--- src/logic/rank_filter_pkg.sv ---
package rank_filter_pkg;

  // sample width used when the top level is not overridden
  localparam int DATA_W_DEF = 8;

  // window length, fixed by the structure of the 7-key sorter
  localparam int WIN_N = 7;

  // register stages from input strobe to output strobe
  localparam int SORT5_LAT = 3;
  localparam int SORT7_LAT = 10;

  // OP_RANK takes its index from a separate 3-bit rank input
  typedef enum logic [1:0] {
    OP_MIN,
    OP_MEDIAN,
    OP_MAX,
    OP_RANK
  } rank_op_e;

  typedef enum logic [1:0] {
    ST_IDLE,
    ST_FILL,
    ST_RUN
  } ctrl_state_e;

endpackage

--- src/logic/sort_bus_if.sv ---
interface sort_bus_if import rank_filter_pkg::*; #(
  parameter int DATA_W = DATA_W_DEF
);

  // key 0 is the newest sample before the sort, the minimum after it
  logic [DATA_W-1:0] key [WIN_N];
  logic              strobe;

  modport producer (
    output key,
    output strobe
  );

  modport consumer (
    input key,
    input strobe
  );

  // the unsorted window bus has its keys and its strobe from two modules
  modport key_producer (
    output key
  );

  modport strobe_producer (
    output strobe
  );

endinterface

--- src/logic/sorting_network.sv ---
module sorting_network import rank_filter_pkg::*; #(
  parameter int DATA_W = DATA_W_DEF
) (
  input  logic [DATA_W-1:0] s1_i,
  input  logic [DATA_W-1:0] s2_i,
  input  logic [DATA_W-1:0] s3_i,
  output logic [DATA_W-1:0] min_o,
  output logic [DATA_W-1:0] med_o,
  output logic [DATA_W-1:0] max_o
);

  logic [DATA_W-1:0] pair_lo;
  logic [DATA_W-1:0] pair_hi;
  logic [DATA_W-1:0] rest;

  // order the first pair
  assign pair_lo = (s1_i < s2_i) ? s1_i : s2_i;
  assign pair_hi = (s1_i < s2_i) ? s2_i : s1_i;

  // larger of pair_hi and s3 is the max, the other one goes on
  assign max_o = (pair_hi > s3_i) ? pair_hi : s3_i;
  assign rest  = (pair_hi > s3_i) ? s3_i : pair_hi;

  assign min_o = (pair_lo < rest) ? pair_lo : rest;
  assign med_o = (pair_lo < rest) ? rest : pair_lo;

endmodule

--- src/logic/sort_ascending_5.sv ---
module sort_ascending_5 import rank_filter_pkg::*; #(
  parameter int DATA_W = DATA_W_DEF
) (
  input  logic                   clk,
  input  logic                   rst_n,
  input  logic                   strobe_i,
  output logic                   strobe_o,
  input  logic [4:0][DATA_W-1:0] keys_i,
  output logic [DATA_W-1:0]      min_o,
  output logic [DATA_W-1:0]      out2_o,
  output logic [DATA_W-1:0]      mid_o,
  output logic [DATA_W-1:0]      out4_o,
  output logic [DATA_W-1:0]      max_o
);

  typedef logic [4:0][DATA_W-1:0] key5_t;

  key5_t                st1_d, st1_q;
  key5_t                st2_d, st2_q;
  key5_t                st3_d, st3_q;
  logic [SORT5_LAT-1:0] strobe_q;

  function automatic key5_t cmp_swap(key5_t v, int lo, int hi);
    key5_t r;
    r = v;
    if (v[lo] > v[hi]) begin
      r[lo] = v[hi];
      r[hi] = v[lo];
    end
    return r;
  endfunction

  // 9-comparator network, three comparators per register stage
  // stage 1 sorts keys 0..1 and starts on keys 2..4
  always_comb begin
    key5_t v;
    v = cmp_swap(keys_i, 0, 1);
    v = cmp_swap(v, 3, 4);
    st1_d = cmp_swap(v, 2, 4);
  end

  // keys 2..4 finish sorting, then the minimum settles in key 0
  always_comb begin
    key5_t v;
    v = cmp_swap(st1_q, 2, 3);
    v = cmp_swap(v, 0, 3);
    st2_d = cmp_swap(v, 0, 2);
  end

  always_comb begin
    key5_t v;
    v = cmp_swap(st2_q, 1, 4);
    v = cmp_swap(v, 1, 3);
    st3_d = cmp_swap(v, 1, 2);
  end

  always_ff @(posedge clk) begin
    if (!rst_n) begin
      st1_q    <= '0;
      st2_q    <= '0;
      st3_q    <= '0;
      strobe_q <= '0;
    end else begin
      st1_q    <= st1_d;
      st2_q    <= st2_d;
      st3_q    <= st3_d;
      strobe_q <= {strobe_q[SORT5_LAT-2:0], strobe_i};
    end
  end

  assign min_o    = st3_q[0];
  assign out2_o   = st3_q[1];
  assign mid_o    = st3_q[2];
  assign out4_o   = st3_q[3];
  assign max_o    = st3_q[4];
  assign strobe_o = strobe_q[SORT5_LAT-1];

endmodule

--- src/logic/sort_ascending_7.sv ---
module sort_ascending_7 import rank_filter_pkg::*; #(
  parameter int DATA_W = DATA_W_DEF
) (
  input  logic        clk,
  input  logic        rst_n,
  sort_bus_if.consumer in_bus,
  sort_bus_if.producer out_bus
);

  logic [4:0][DATA_W-1:0] sa1_out, sa1_q;
  logic [4:0][DATA_W-1:0] sa2_out, sa2_q;
  logic                   sa1_strobe, sa2_strobe;

  // keys 5 and 6 wait for SA1 and its output register
  logic [1:0][DATA_W-1:0] tail_dly [SORT5_LAT+1];
  // SA1's two lowest keys wait for SA2
  logic [1:0][DATA_W-1:0] low_dly [SORT5_LAT];

  logic [1:0][DATA_W-1:0] p2_low;
  logic [DATA_W-1:0]      sn1_min, sn1_med, sn1_max;
  logic [DATA_W-1:0]      p3_sn1_min, p3_sn1_med, p3_sn1_max;
  logic [4:1][DATA_W-1:0] p3_sa2;
  logic [DATA_W-1:0]      sn2_min, sn2_med, sn2_max;
  logic [DATA_W-1:0]      p4_sn1_min, p4_sn2_min, p4_sn2_med, p4_sn2_max;
  logic [4:2][DATA_W-1:0] p4_sa2;
  logic                   p1_strobe, p2_strobe, p3_strobe, p4_strobe;

  sort_ascending_5 #(.DATA_W(DATA_W)) i_sa1 (
    .clk      (clk),
    .rst_n    (rst_n),
    .strobe_i (in_bus.strobe),
    .strobe_o (sa1_strobe),
    .keys_i   ({in_bus.key[4], in_bus.key[3], in_bus.key[2], in_bus.key[1], in_bus.key[0]}),
    .min_o    (sa1_out[0]),
    .out2_o   (sa1_out[1]),
    .mid_o    (sa1_out[2]),
    .out4_o   (sa1_out[3]),
    .max_o    (sa1_out[4])
  );

  always_ff @(posedge clk) begin
    if (!rst_n) begin
      for (int i = 0; i <= SORT5_LAT; i++) begin
        tail_dly[i] <= '0;
      end
      for (int i = 0; i < SORT5_LAT; i++) begin
        low_dly[i] <= '0;
      end
      sa1_q     <= '0;
      p1_strobe <= 1'b0;
    end else begin
      tail_dly[0] <= {in_bus.key[6], in_bus.key[5]};
      for (int i = 1; i <= SORT5_LAT; i++) begin
        tail_dly[i] <= tail_dly[i-1];
      end
      low_dly[0] <= sa1_q[1:0];
      for (int i = 1; i < SORT5_LAT; i++) begin
        low_dly[i] <= low_dly[i-1];
      end
      sa1_q     <= sa1_out;
      p1_strobe <= sa1_strobe;
    end
  end

  // top three of SA1 meet the two delayed keys; SA2's top three are final
  sort_ascending_5 #(.DATA_W(DATA_W)) i_sa2 (
    .clk      (clk),
    .rst_n    (rst_n),
    .strobe_i (p1_strobe),
    .strobe_o (sa2_strobe),
    .keys_i   ({sa1_q[2], sa1_q[3], sa1_q[4], tail_dly[SORT5_LAT]}),
    .min_o    (sa2_out[0]),
    .out2_o   (sa2_out[1]),
    .mid_o    (sa2_out[2]),
    .out4_o   (sa2_out[3]),
    .max_o    (sa2_out[4])
  );

  always_ff @(posedge clk) begin
    if (!rst_n) begin
      p2_low    <= '0;
      sa2_q     <= '0;
      p2_strobe <= 1'b0;
    end else begin
      p2_low    <= low_dly[SORT5_LAT-1];
      sa2_q     <= sa2_out;
      p2_strobe <= sa2_strobe;
    end
  end

  // merge the four lowest candidates
  sorting_network #(.DATA_W(DATA_W)) i_sn1 (
    .s1_i  (p2_low[0]),
    .s2_i  (p2_low[1]),
    .s3_i  (sa2_q[0]),
    .min_o (sn1_min),
    .med_o (sn1_med),
    .max_o (sn1_max)
  );

  always_ff @(posedge clk) begin
    if (!rst_n) begin
      p3_sn1_min <= '0;
      p3_sn1_med <= '0;
      p3_sn1_max <= '0;
      p3_sa2     <= '0;
      p3_strobe  <= 1'b0;
    end else begin
      p3_sn1_min <= sn1_min;
      p3_sn1_med <= sn1_med;
      p3_sn1_max <= sn1_max;
      p3_sa2     <= sa2_q[4:1];
      p3_strobe  <= p2_strobe;
    end
  end

  // sn2 max is the fourth smallest
  sorting_network #(.DATA_W(DATA_W)) i_sn2 (
    .s1_i  (p3_sn1_med),
    .s2_i  (p3_sn1_max),
    .s3_i  (p3_sa2[1]),
    .min_o (sn2_min),
    .med_o (sn2_med),
    .max_o (sn2_max)
  );

  always_ff @(posedge clk) begin
    if (!rst_n) begin
      p4_sn1_min <= '0;
      p4_sn2_min <= '0;
      p4_sn2_med <= '0;
      p4_sn2_max <= '0;
      p4_sa2     <= '0;
      p4_strobe  <= 1'b0;
    end else begin
      p4_sn1_min <= p3_sn1_min;
      p4_sn2_min <= sn2_min;
      p4_sn2_med <= sn2_med;
      p4_sn2_max <= sn2_max;
      p4_sa2     <= p3_sa2[4:2];
      p4_strobe  <= p3_strobe;
    end
  end

  // last network is combinational into the three lowest outputs
  sorting_network #(.DATA_W(DATA_W)) i_sn3 (
    .s1_i  (p4_sn1_min),
    .s2_i  (p4_sn2_med),
    .s3_i  (p4_sn2_min),
    .min_o (out_bus.key[0]),
    .med_o (out_bus.key[1]),
    .max_o (out_bus.key[2])
  );

  assign out_bus.key[3] = p4_sn2_max;
  assign out_bus.key[4] = p4_sa2[2];
  assign out_bus.key[5] = p4_sa2[3];
  assign out_bus.key[6] = p4_sa2[4];
  assign out_bus.strobe = p4_strobe;

endmodule

--- src/logic/window_shift.sv ---
module window_shift import rank_filter_pkg::*; #(
  parameter int DATA_W = DATA_W_DEF
) (
  input  logic              clk,
  input  logic              rst_n,
  input  logic              sample_valid_i,
  input  logic [DATA_W-1:0] sample_i,
  sort_bus_if.key_producer  win_bus
);

  logic [DATA_W-1:0] taps [WIN_N];

  // newest sample enters at tap 0, the oldest drops off the end
  always_ff @(posedge clk) begin
    if (!rst_n) begin
      for (int i = 0; i < WIN_N; i++) begin
        taps[i] <= '0;
      end
    end else if (sample_valid_i) begin
      taps[0] <= sample_i;
      for (int i = 1; i < WIN_N; i++) begin
        taps[i] <= taps[i-1];
      end
    end
  end

  // stale taps after a flush are harmless, no strobe until the window refills
  assign win_bus.key = taps;

endmodule

--- src/logic/rank_filter_ctrl.sv ---
module rank_filter_ctrl import rank_filter_pkg::*; (
  input  logic                clk,
  input  logic                rst_n,
  input  logic                sample_valid_i,
  input  logic                flush_i,
  input  rank_op_e            op_i,
  input  logic [2:0]          rank_i,
  sort_bus_if.strobe_producer win_bus,
  output rank_op_e            sel_op_o,
  output logic [2:0]          sel_rank_o
);

  localparam int CNT_W = $clog2(WIN_N + 1);

  ctrl_state_e      state;
  logic [CNT_W-1:0] fill_cnt;
  logic             win_strobe_q;

  // stage 0 lines up with the window strobe, the rest with the sorter
  rank_op_e   op_pipe [SORT7_LAT+1];
  logic [2:0] rank_pipe [SORT7_LAT+1];

  always_ff @(posedge clk) begin
    if (!rst_n || flush_i) begin
      state        <= ST_IDLE;
      fill_cnt     <= '0;
      win_strobe_q <= 1'b0;
    end else begin
      win_strobe_q <= sample_valid_i &&
                      (state == ST_RUN || fill_cnt == CNT_W'(WIN_N - 1));
      if (sample_valid_i) begin
        unique case (state)
          ST_IDLE: begin
            state    <= ST_FILL;
            fill_cnt <= CNT_W'(1);
          end
          ST_FILL: begin
            fill_cnt <= fill_cnt + 1'b1;
            if (fill_cnt == CNT_W'(WIN_N - 1)) begin
              state <= ST_RUN;
            end
          end
          ST_RUN: begin
            // window stays full, count parks at WIN_N
          end
        endcase
      end
    end
  end

  always_ff @(posedge clk) begin
    if (!rst_n) begin
      for (int i = 0; i <= SORT7_LAT; i++) begin
        op_pipe[i]   <= OP_MIN;
        rank_pipe[i] <= '0;
      end
    end else begin
      op_pipe[0]   <= op_i;
      rank_pipe[0] <= rank_i;
      for (int i = 1; i <= SORT7_LAT; i++) begin
        op_pipe[i]   <= op_pipe[i-1];
        rank_pipe[i] <= rank_pipe[i-1];
      end
    end
  end

  assign win_bus.strobe = win_strobe_q;
  assign sel_op_o       = op_pipe[SORT7_LAT];
  assign sel_rank_o     = rank_pipe[SORT7_LAT];

endmodule

--- src/logic/rank_select.sv ---
module rank_select import rank_filter_pkg::*; #(
  parameter int DATA_W = DATA_W_DEF
) (
  input  logic              clk,
  input  logic              rst_n,
  sort_bus_if.consumer      sorted_bus,
  input  rank_op_e          sel_op_i,
  input  logic [2:0]        sel_rank_i,
  output logic              result_valid_o,
  output logic [DATA_W-1:0] result_o
);

  logic [2:0] sel_idx;

  always_comb begin
    unique case (sel_op_i)
      OP_MIN:    sel_idx = 3'd0;
      OP_MEDIAN: sel_idx = 3'(WIN_N / 2);
      OP_MAX:    sel_idx = 3'(WIN_N - 1);
      // out of range ranks clamp to the max
      OP_RANK:   sel_idx = (sel_rank_i > 3'(WIN_N - 1)) ? 3'(WIN_N - 1) : sel_rank_i;
    endcase
  end

  always_ff @(posedge clk) begin
    if (!rst_n) begin
      result_valid_o <= 1'b0;
      result_o       <= '0;
    end else begin
      result_valid_o <= sorted_bus.strobe;
      // hold the last result between strobes
      if (sorted_bus.strobe) begin
        result_o <= sorted_bus.key[sel_idx];
      end
    end
  end

endmodule

--- src/logic/rank_filter_top.sv ---
module rank_filter_top import rank_filter_pkg::*; #(
  parameter int DATA_W = DATA_W_DEF
) (
  input  logic              clk,
  input  logic              rst_n,
  input  logic              sample_valid_i,
  input  logic              flush_i,
  input  logic [DATA_W-1:0] sample_i,
  input  rank_op_e          op_i,
  input  logic [2:0]        rank_i,
  output logic              result_valid_o,
  output logic [DATA_W-1:0] result_o
);

  rank_op_e   sel_op;
  logic [2:0] sel_rank;

  sort_bus_if #(.DATA_W(DATA_W)) win_bus ();
  sort_bus_if #(.DATA_W(DATA_W)) sorted_bus ();

  rank_filter_ctrl i_ctrl (
    .clk            (clk),
    .rst_n          (rst_n),
    .sample_valid_i (sample_valid_i),
    .flush_i        (flush_i),
    .op_i           (op_i),
    .rank_i         (rank_i),
    .win_bus        (win_bus.strobe_producer),
    .sel_op_o       (sel_op),
    .sel_rank_o     (sel_rank)
  );

  window_shift #(.DATA_W(DATA_W)) i_window (
    .clk            (clk),
    .rst_n          (rst_n),
    .sample_valid_i (sample_valid_i),
    .sample_i       (sample_i),
    .win_bus        (win_bus.key_producer)
  );

  sort_ascending_7 #(.DATA_W(DATA_W)) i_sort7 (
    .clk     (clk),
    .rst_n   (rst_n),
    .in_bus  (win_bus.consumer),
    .out_bus (sorted_bus.producer)
  );

  rank_select #(.DATA_W(DATA_W)) i_select (
    .clk            (clk),
    .rst_n          (rst_n),
    .sorted_bus     (sorted_bus.consumer),
    .sel_op_i       (sel_op),
    .sel_rank_i     (sel_rank),
    .result_valid_o (result_valid_o),
    .result_o       (result_o)
  );

endmodule

--- config.mk ---
export PLATFORM = sky130hd
export DESIGN_NAME = rank_filter_top
export DESIGN_NICKNAME = d
export VERILOG_FILES = /design/src/logic/rank_filter_pkg.sv /design/src/logic/sort_bus_if.sv /design/src/logic/sorting_network.sv /design/src/logic/sort_ascending_5.sv /design/src/logic/sort_ascending_7.sv /design/src/logic/window_shift.sv /design/src/logic/rank_filter_ctrl.sv /design/src/logic/rank_select.sv /design/src/logic/rank_filter_top.sv
export SDC_FILE = /design/constraint.sdc
export NUM_CORES = 1
export LEC_CHECK = 0
export BUFFER_PORTS_ARGS = -buffer_cell sky130_fd_sc_hd__buf_2
export CAP_MARGIN = 40
export CORE_MARGIN = 5
export CORE_UTILIZATION = 68
export CTS_BUF_LIST = sky130_fd_sc_hd__clkbuf_4 sky130_fd_sc_hd__clkbuf_8 sky130_fd_sc_hd__clkbuf_16
export CTS_CLUSTER_SIZE = 20
export DETAILED_ROUTE_END_ITERATION = 8
export GPL_TIMING_DRIVEN = 0
export PLACE_DENSITY = 0.85
export SYNTH_ARGS = -nofsm -noshare
export SYNTH_HDL_FRONTEND = slang
export SYNTH_HIERARCHICAL = 1
export SYNTH_SLANG_ARGS = --single-unit
--- constraint.sdc ---
create_clock -name clk -period 10.2 [get_ports clk]
set_input_delay 0 -clock clk [delete_from_list [all_inputs] [get_ports clk]]
set_output_delay 0 -clock clk [all_outputs]
set_load 0.05 [all_outputs]
[Word-level counts from Yosys, hierarchy flattened]
Memories as Yosys holds them, arrays and structs flattened. A register that Yosys moved wholly into a read port is not among the register bits.
Index checks and enable logic that the tools add are counted.
Storage, ports and cells
  flip-flop bits (word level): 513
  input bits: 17
  output and inout bits: 9
  word-level logic and storage cells: 238
  memories: 4
  memory bits (writable): 167
Memories
  i_sort7.tail_dly: depth 4, bits a word 16, read ports 4, clocked after memory_dff 0, write ports 4, line sort_ascending_7.sv:15  | logic [1:0][DATA_W-1:0] tail_dly [SORT5_LAT+1];
  i_sort7.low_dly: depth 3, bits a word 16, read ports 3, clocked after memory_dff 1, write ports 3, line sort_ascending_7.sv:17  | logic [1:0][DATA_W-1:0] low_dly [SORT5_LAT];
  i_ctrl.rank_pipe: depth 11, bits a word 3, read ports 11, clocked after memory_dff 0, write ports 11, line rank_filter_ctrl.sv:21  | logic [2:0] rank_pipe [SORT7_LAT+1];
  i_ctrl.op_pipe: depth 11, bits a word 2, read ports 11, clocked after memory_dff 0, write ports 11, line rank_filter_ctrl.sv:20  | rank_op_e op_pipe [SORT7_LAT+1];
Operators by class
  bitwise operators: 30
  reductions and logical operators: 10
  add/subtract/negate cells: 1
  eq/ne operators: 7
  order comparisons: 29
  multiplexer cells: 85
Operators with widths (count)
  $mux W8: 40
  $mux W16: 15
  $gt A8 B8 Y1: 21
  $lt A8 B8 Y1: 6
  $mux W3: 12
  $or A1 B1 Y1: 29
  $bmux W8 S3: 1
  $mux W2: 12
  $pmux W3 S4: 1
  $eq A2 B2 Y1 const B: 3
  $pmux W3 S2: 1
  $eq A2 B1 Y1 const B: 2
  $ge A4 B4 Y1 const B: 1
  $logic_not A2 Y1: 2
  $not A3 Y4: 1
  $pmux W2 S2: 1
  $add A3 B1 Y3 const B: 1
  $eq A3 B3 Y1 const B: 1
  $gt A3 B3 Y1 const B: 1
  $reduce_and A3 Y1: 1
  $logic_not A1 Y1: 2
  $logic_or A1 B1 Y1: 2
  $mux W1: 2
  $ne A2 B1 Y1 const B: 1
  3 further kinds: 3

[Logic depth before layout (Yosys ltp)]
  word-level depth: 9
  gate-level depth with buffers: 31
  depth with buffers taken out: 28

[Hierarchy]
Netlist, hierarchy kept.
Modules (own cells, without submodules)
  sort_ascending_7: seq. area each 6486.2 um^2, times used 1, cells each 683, area an instance 8684.6 um^2
  sort_ascending_5 at i_sort7.i_sa1: seq. area each 2462.4 um^2, times used 1, cells each 777, area an instance 6855.3 um^2
  sort_ascending_5 at i_sort7.i_sa2: seq. area each 2462.4 um^2, times used 1, cells each 725, area an instance 6505.0 um^2
  sorting_network: seq. area each 0.0 um^2, times used 3, cells each 165, area an instance 1386.3 um^2
  window_shift: seq. area each 1121.1 um^2, times used 1, cells each 180, area an instance 2134.5 um^2
  rank_filter_ctrl: seq. area each 1221.2 um^2, times used 1, cells each 149, area an instance 1755.4 um^2
  rank_select: seq. area each 180.2 um^2, times used 1, cells each 101, area an instance 780.7 um^2

[Least setup slack after synthesis]
Ideal clock, no wire load.
  path kind: flip-flop to flip-flop
  start: reg i_sort7/i_sa1/st1_q[25] in the netlist's numbering
  end: reg i_sort7/i_sa1/st2_q[4] in the netlist's numbering
  stages on the path, launching flop included: 30
  arrival: 6.040 ns
  required time: 10.081 ns
  setup slack: 4.042 ns
  clock period less this slack: 6.158 ns
  setup time: 0.119 ns
  buffers on the path: 3
  cell sequence: dfxtp_1 inv_1 ha_1 nor2b_1 o211ai_2 a21boi_2 o21ai_0 buf_2 buf_2 buf_2 nand2_1 o21ai_0 inv_1 ha_1 a21o_1 a221o_1 a21oi_1 nand3_1 o21ai_2 a21o_1 nand2_1 mux2_2 ha_1 a21o_1 a21o_1 o22ai_1 nand2b_1 a2111oi_0 a211oi_1 o221a_2
On the way
  longest elaborated chain between the ends: 6
Ends and longest elaborated chain
  start: declaration: line sort_ascending_5.sv:18  | key5_t st1_d, st1_q;
  start signal: assignment: line sort_ascending_5.sv:64  | st1_q <= st1_d;
  $gt A8 B8 Y1: line sort_ascending_5.sv:26  | if (v[lo] > v[hi]) begin
  $mux W16 *: line sort_ascending_5.sv:26
  $gt A8 B8 Y1: line sort_ascending_5.sv:26
  $mux W8: line sort_ascending_5.sv:26
  $gt A8 B8 Y1: line sort_ascending_5.sv:26
  $mux W8 *: line sort_ascending_5.sv:26
  end signal: assignment: line sort_ascending_5.sv:65  | st2_q <= st2_d;
  end: declaration: line sort_ascending_5.sv:19  | key5_t st2_d, st2_q;
Every way passes the cells marked *; elsewhere a longest branch is shown, timed or not.
A chain may end at the register's enable or synchronous reset.

[Worst setup path in the final report]
  start: reg i_sort7/i_sa1/st1_q[25] in the netlist's numbering
  end: reg i_sort7/i_sa1/st2_q[3] in the netlist's numbering
Same word-level chain as after synthesis.

==> reports/qor.csv <==
metric,value,unit
Critical Path Start Type,flop,
Fillers,3025,
max_cap viols,0,
worst hold-check path type,input port to flop,
Worst Path Required,10620,ps
WL/cell,20.0,µm
Synth Net Count,3335,
TritonRoute pass-1 iters,9,
CP startpoint,i_sort7/i_sa1/st1_q[25],
Slowest cell on crit path,o22ai_1,
Synth cell types,90,
Worst Setup Slack post-DPL,2360,ps
pwr/cell area,238,nW/µm²
initial antenna violation count,3,
"Async S/R FF share, synth",0,%
final period utilization,78.4,%
hold_sp,rst_n,
post-DP HPWL,57300,µm
Vert. Die Dim,223,µm
via count,23027,
remaining antenna violation count after routing,0,
RSZ-0062 raised after global routing,false,
worst hold path stage count,3,
critical path type,flop to flop,
synthesized cell area,30900,µm²
diode count,0,
Peak VDD IR,0.188,mV
H-tree levels,3,
"reg-to-reg slack, setup",2200,ps
Synth top cells by count,"dfxtp_1 (696), and2_1 (437), inv_1 (213)",
Setup Viol. Count Final,0,
Most used DFF post-synth,dfxtp_1,
Iter 0 DRT Violations,2181,
placed cells,3737,
Worst path max stage delay,670,ps
Die Area,49800,µm²
CTS Buf Count,68,
core area,45200,µm²
RR Startpoint,i_sort7/i_sa1/st1_q[25],
nets,3449,
RR Endpoint,i_sort7/i_sa1/st2_q[3],
DRT Wirelength,77400,µm
sequential share of the synthesized area,45.1,%
Reg area,13900,µm²
Root Driver,clkbuf_16,
clk_skew,22.5,ps
worst reg2reg path depth,30,
final hold vios,0,
CTS tree,yes,
crit end category,flop,
layout cell share with drive strength beyond 1,11.7,%
Buffers on Ports,25,
Worst Path Arrival,8420,ps
Starting Density,68.3,%
clk_lat worst skew,600,ps
Tmin final,8000,ps
CTS resizes,0,
synthesized flop and latch total,696,
cell count after synthesis,3110,
top-area cell type share of the netlist area,45.1,%
Multi-input gate area,15300,µm²
Max Freq,125,MHz
clock sink count,696,
Synth area leader,dfxtp_1,
final cell count without fillers,3878,
status,finished clean,
"most used cell, CP",o21ai_0,
final worst setup slack,2200,ps
gpl congestion,0.993,
Static Leakage,14.5,nW
number of flops mapped to enable cells by yosys,0,
setup TNS,0,ps
Slew @ Worst Pin,875,ps
Synth Warn #,6,
vias per cell,5.94,
crit-path max FO,10,
WHS Endpoint,i_select/result_o[6],
num rows,78,
number of global-route vias before repair,23180,
largest net degree at the start of global routing,22,
Synth Area per Inst,9.93,µm²
total power,0.00818,W
Max-Slew Margin vs Limit,41.7,%
GRT Resource Usage Total,30.5,%
# DRC,0,
first-pass GRT wire length,123000,µm
io pins,26,
Die X,223,µm
CTS max path bufs,3,
synthesis-to-layout area growth,11.2,%
Overflow after GRT,0,
Clock Pin Slew Worst Setup and Hold Paths,60,ps
most common cell in the netlist,dfxtp_1,
Synth area leaders,"dfxtp_1 (45%), and2_1 (8.9%), ha_1 (8.4%), mux2i_1 (6.7%), inv_1 (2.6%)",
hold slack,67.1,ps
Pins Over Slew Limit,0,
[metal layers]
layer / wire (µm) / part of all wire [%] / vias up / global-route usage (%)
met3: 4470 / 5.8 / 215 / 3.87
met2: 37900 / 49 / 893 / 53.3
met4: 3420 / 4.4 / 0 / 13.8
li1: - / - / 10984 / -
met1: 31600 / 41 / 10935 / 37.8
met5: 0 / 0 / - / 0
[area by class of cell]
type	count	share of cell area, %
Clock buffer	95	5.87
Sequential cell	696	40.6
Inverter	217	2.37
Tap cell	600	2.19
Multi-Input combinational cell	2039	44.5
Clock inverter	29	1.17
Timing Repair Buffer	44	0.867
Buffer	158	2.42
[state kept, by name (all words and copies together), names as in the netlist, 16 cells and up]
signal                count
i_sort7/out_bus.key      24
i_sort7/i_sa2/st2_q      40
i_sort7/sa1_q            40
i_window/win_bus.key     56
i_sort7/i_sa1/st2_q      40
i_ctrl/op_pipe           22
i_sort7/low_dly          48
i_sort7/p3_sa2           32
i_sort7/i_sa1/st1_q      40
i_sort7/p2_low           16
i_sort7/tail_dly         64
i_ctrl/rank_pipe         33
i_sort7/i_sa2/st1_q      40
i_sort7/sa2_q            40
[cell usage in the layout (no fill, tap or decap), types with 69 or more instances in the layout]
cell	instances
dfxtp_1	696
nor2_1	175
and2_1	437
inv_1	213
nand2_1	101
o21ai_0	72
clkbuf_16	70
a21oi_1	129
ha_1	208
mux2_2	69
nor2b_1	104
mux2i_1	208
clkbuf_1	71
[critical path, delay by kind of cell (launching register included)]
kind	cells	cell delay [ps]
simple gates	7	1050
buf+inv	7	1650
flops	1	380
fa+ha+maj	3	890
compound gates	13	3820
[worst max-delay path by stage]
| stage | endpoint | slack [ps] | cells after the start |
|---|---|---|---|
| 4_1_cts | i_sort7/i_sa1/st2_q[3] | 2320 | 30 |
| 5_1_grt | i_sort7/i_sa1/st2_q[0] | 1770 | 30 |
| 3_3_place_gp | i_sort7/i_sa1/st2_q[4] | 2270 | 30 |
| 2_1_floorplan | i_sort7/i_sa1/st2_q[4] | 4040 | 29 |
| 3_5_place_dp | i_sort7/i_sa1/st2_q[3] | 2360 | 30 |
| 6_report | i_sort7/i_sa1/st2_q[3] | 2200 | 30 |
[logic make-up after synthesis]
| kind of cell | share of synthesized area, % |
|---|---|
| AO/OA/AOI/OAI | 13.4 |
| flip-flops | 45.1 |
| adder cells (fa/ha/maj) | 8.47 |
| AND/OR/NAND/NOR | 17.9 |
| buffers and inverters | 5.33 |
| multiplexers | 9.79 |
[stage by stage]
step	utilization [%]	cell area (µm²)
after global placement	70.3	31800
after detailed placement	70.3	31800
after global routing	76.0	34300
after CTS	76.0	34300
final	76.0	34300
after floorplan	-	30900
[power breakdown]
| part | switching [W] | total [W] | internal (W) |
|---|---|---|---|
| Clock | 0.00104 | 0.00263 | 0.00160 |
| Combinational | 0.00160 | 0.00256 | 0.000961 |
| Sequential | 0.0000937 | 0.00299 | 0.00290 |
[timing repair]
item / CTS / global route
buffers inserted: 0 / 0
hold buffers: 16 / 0
hold endpoints to repair: 19 / 0
Power figures use the tool's default switching activity.
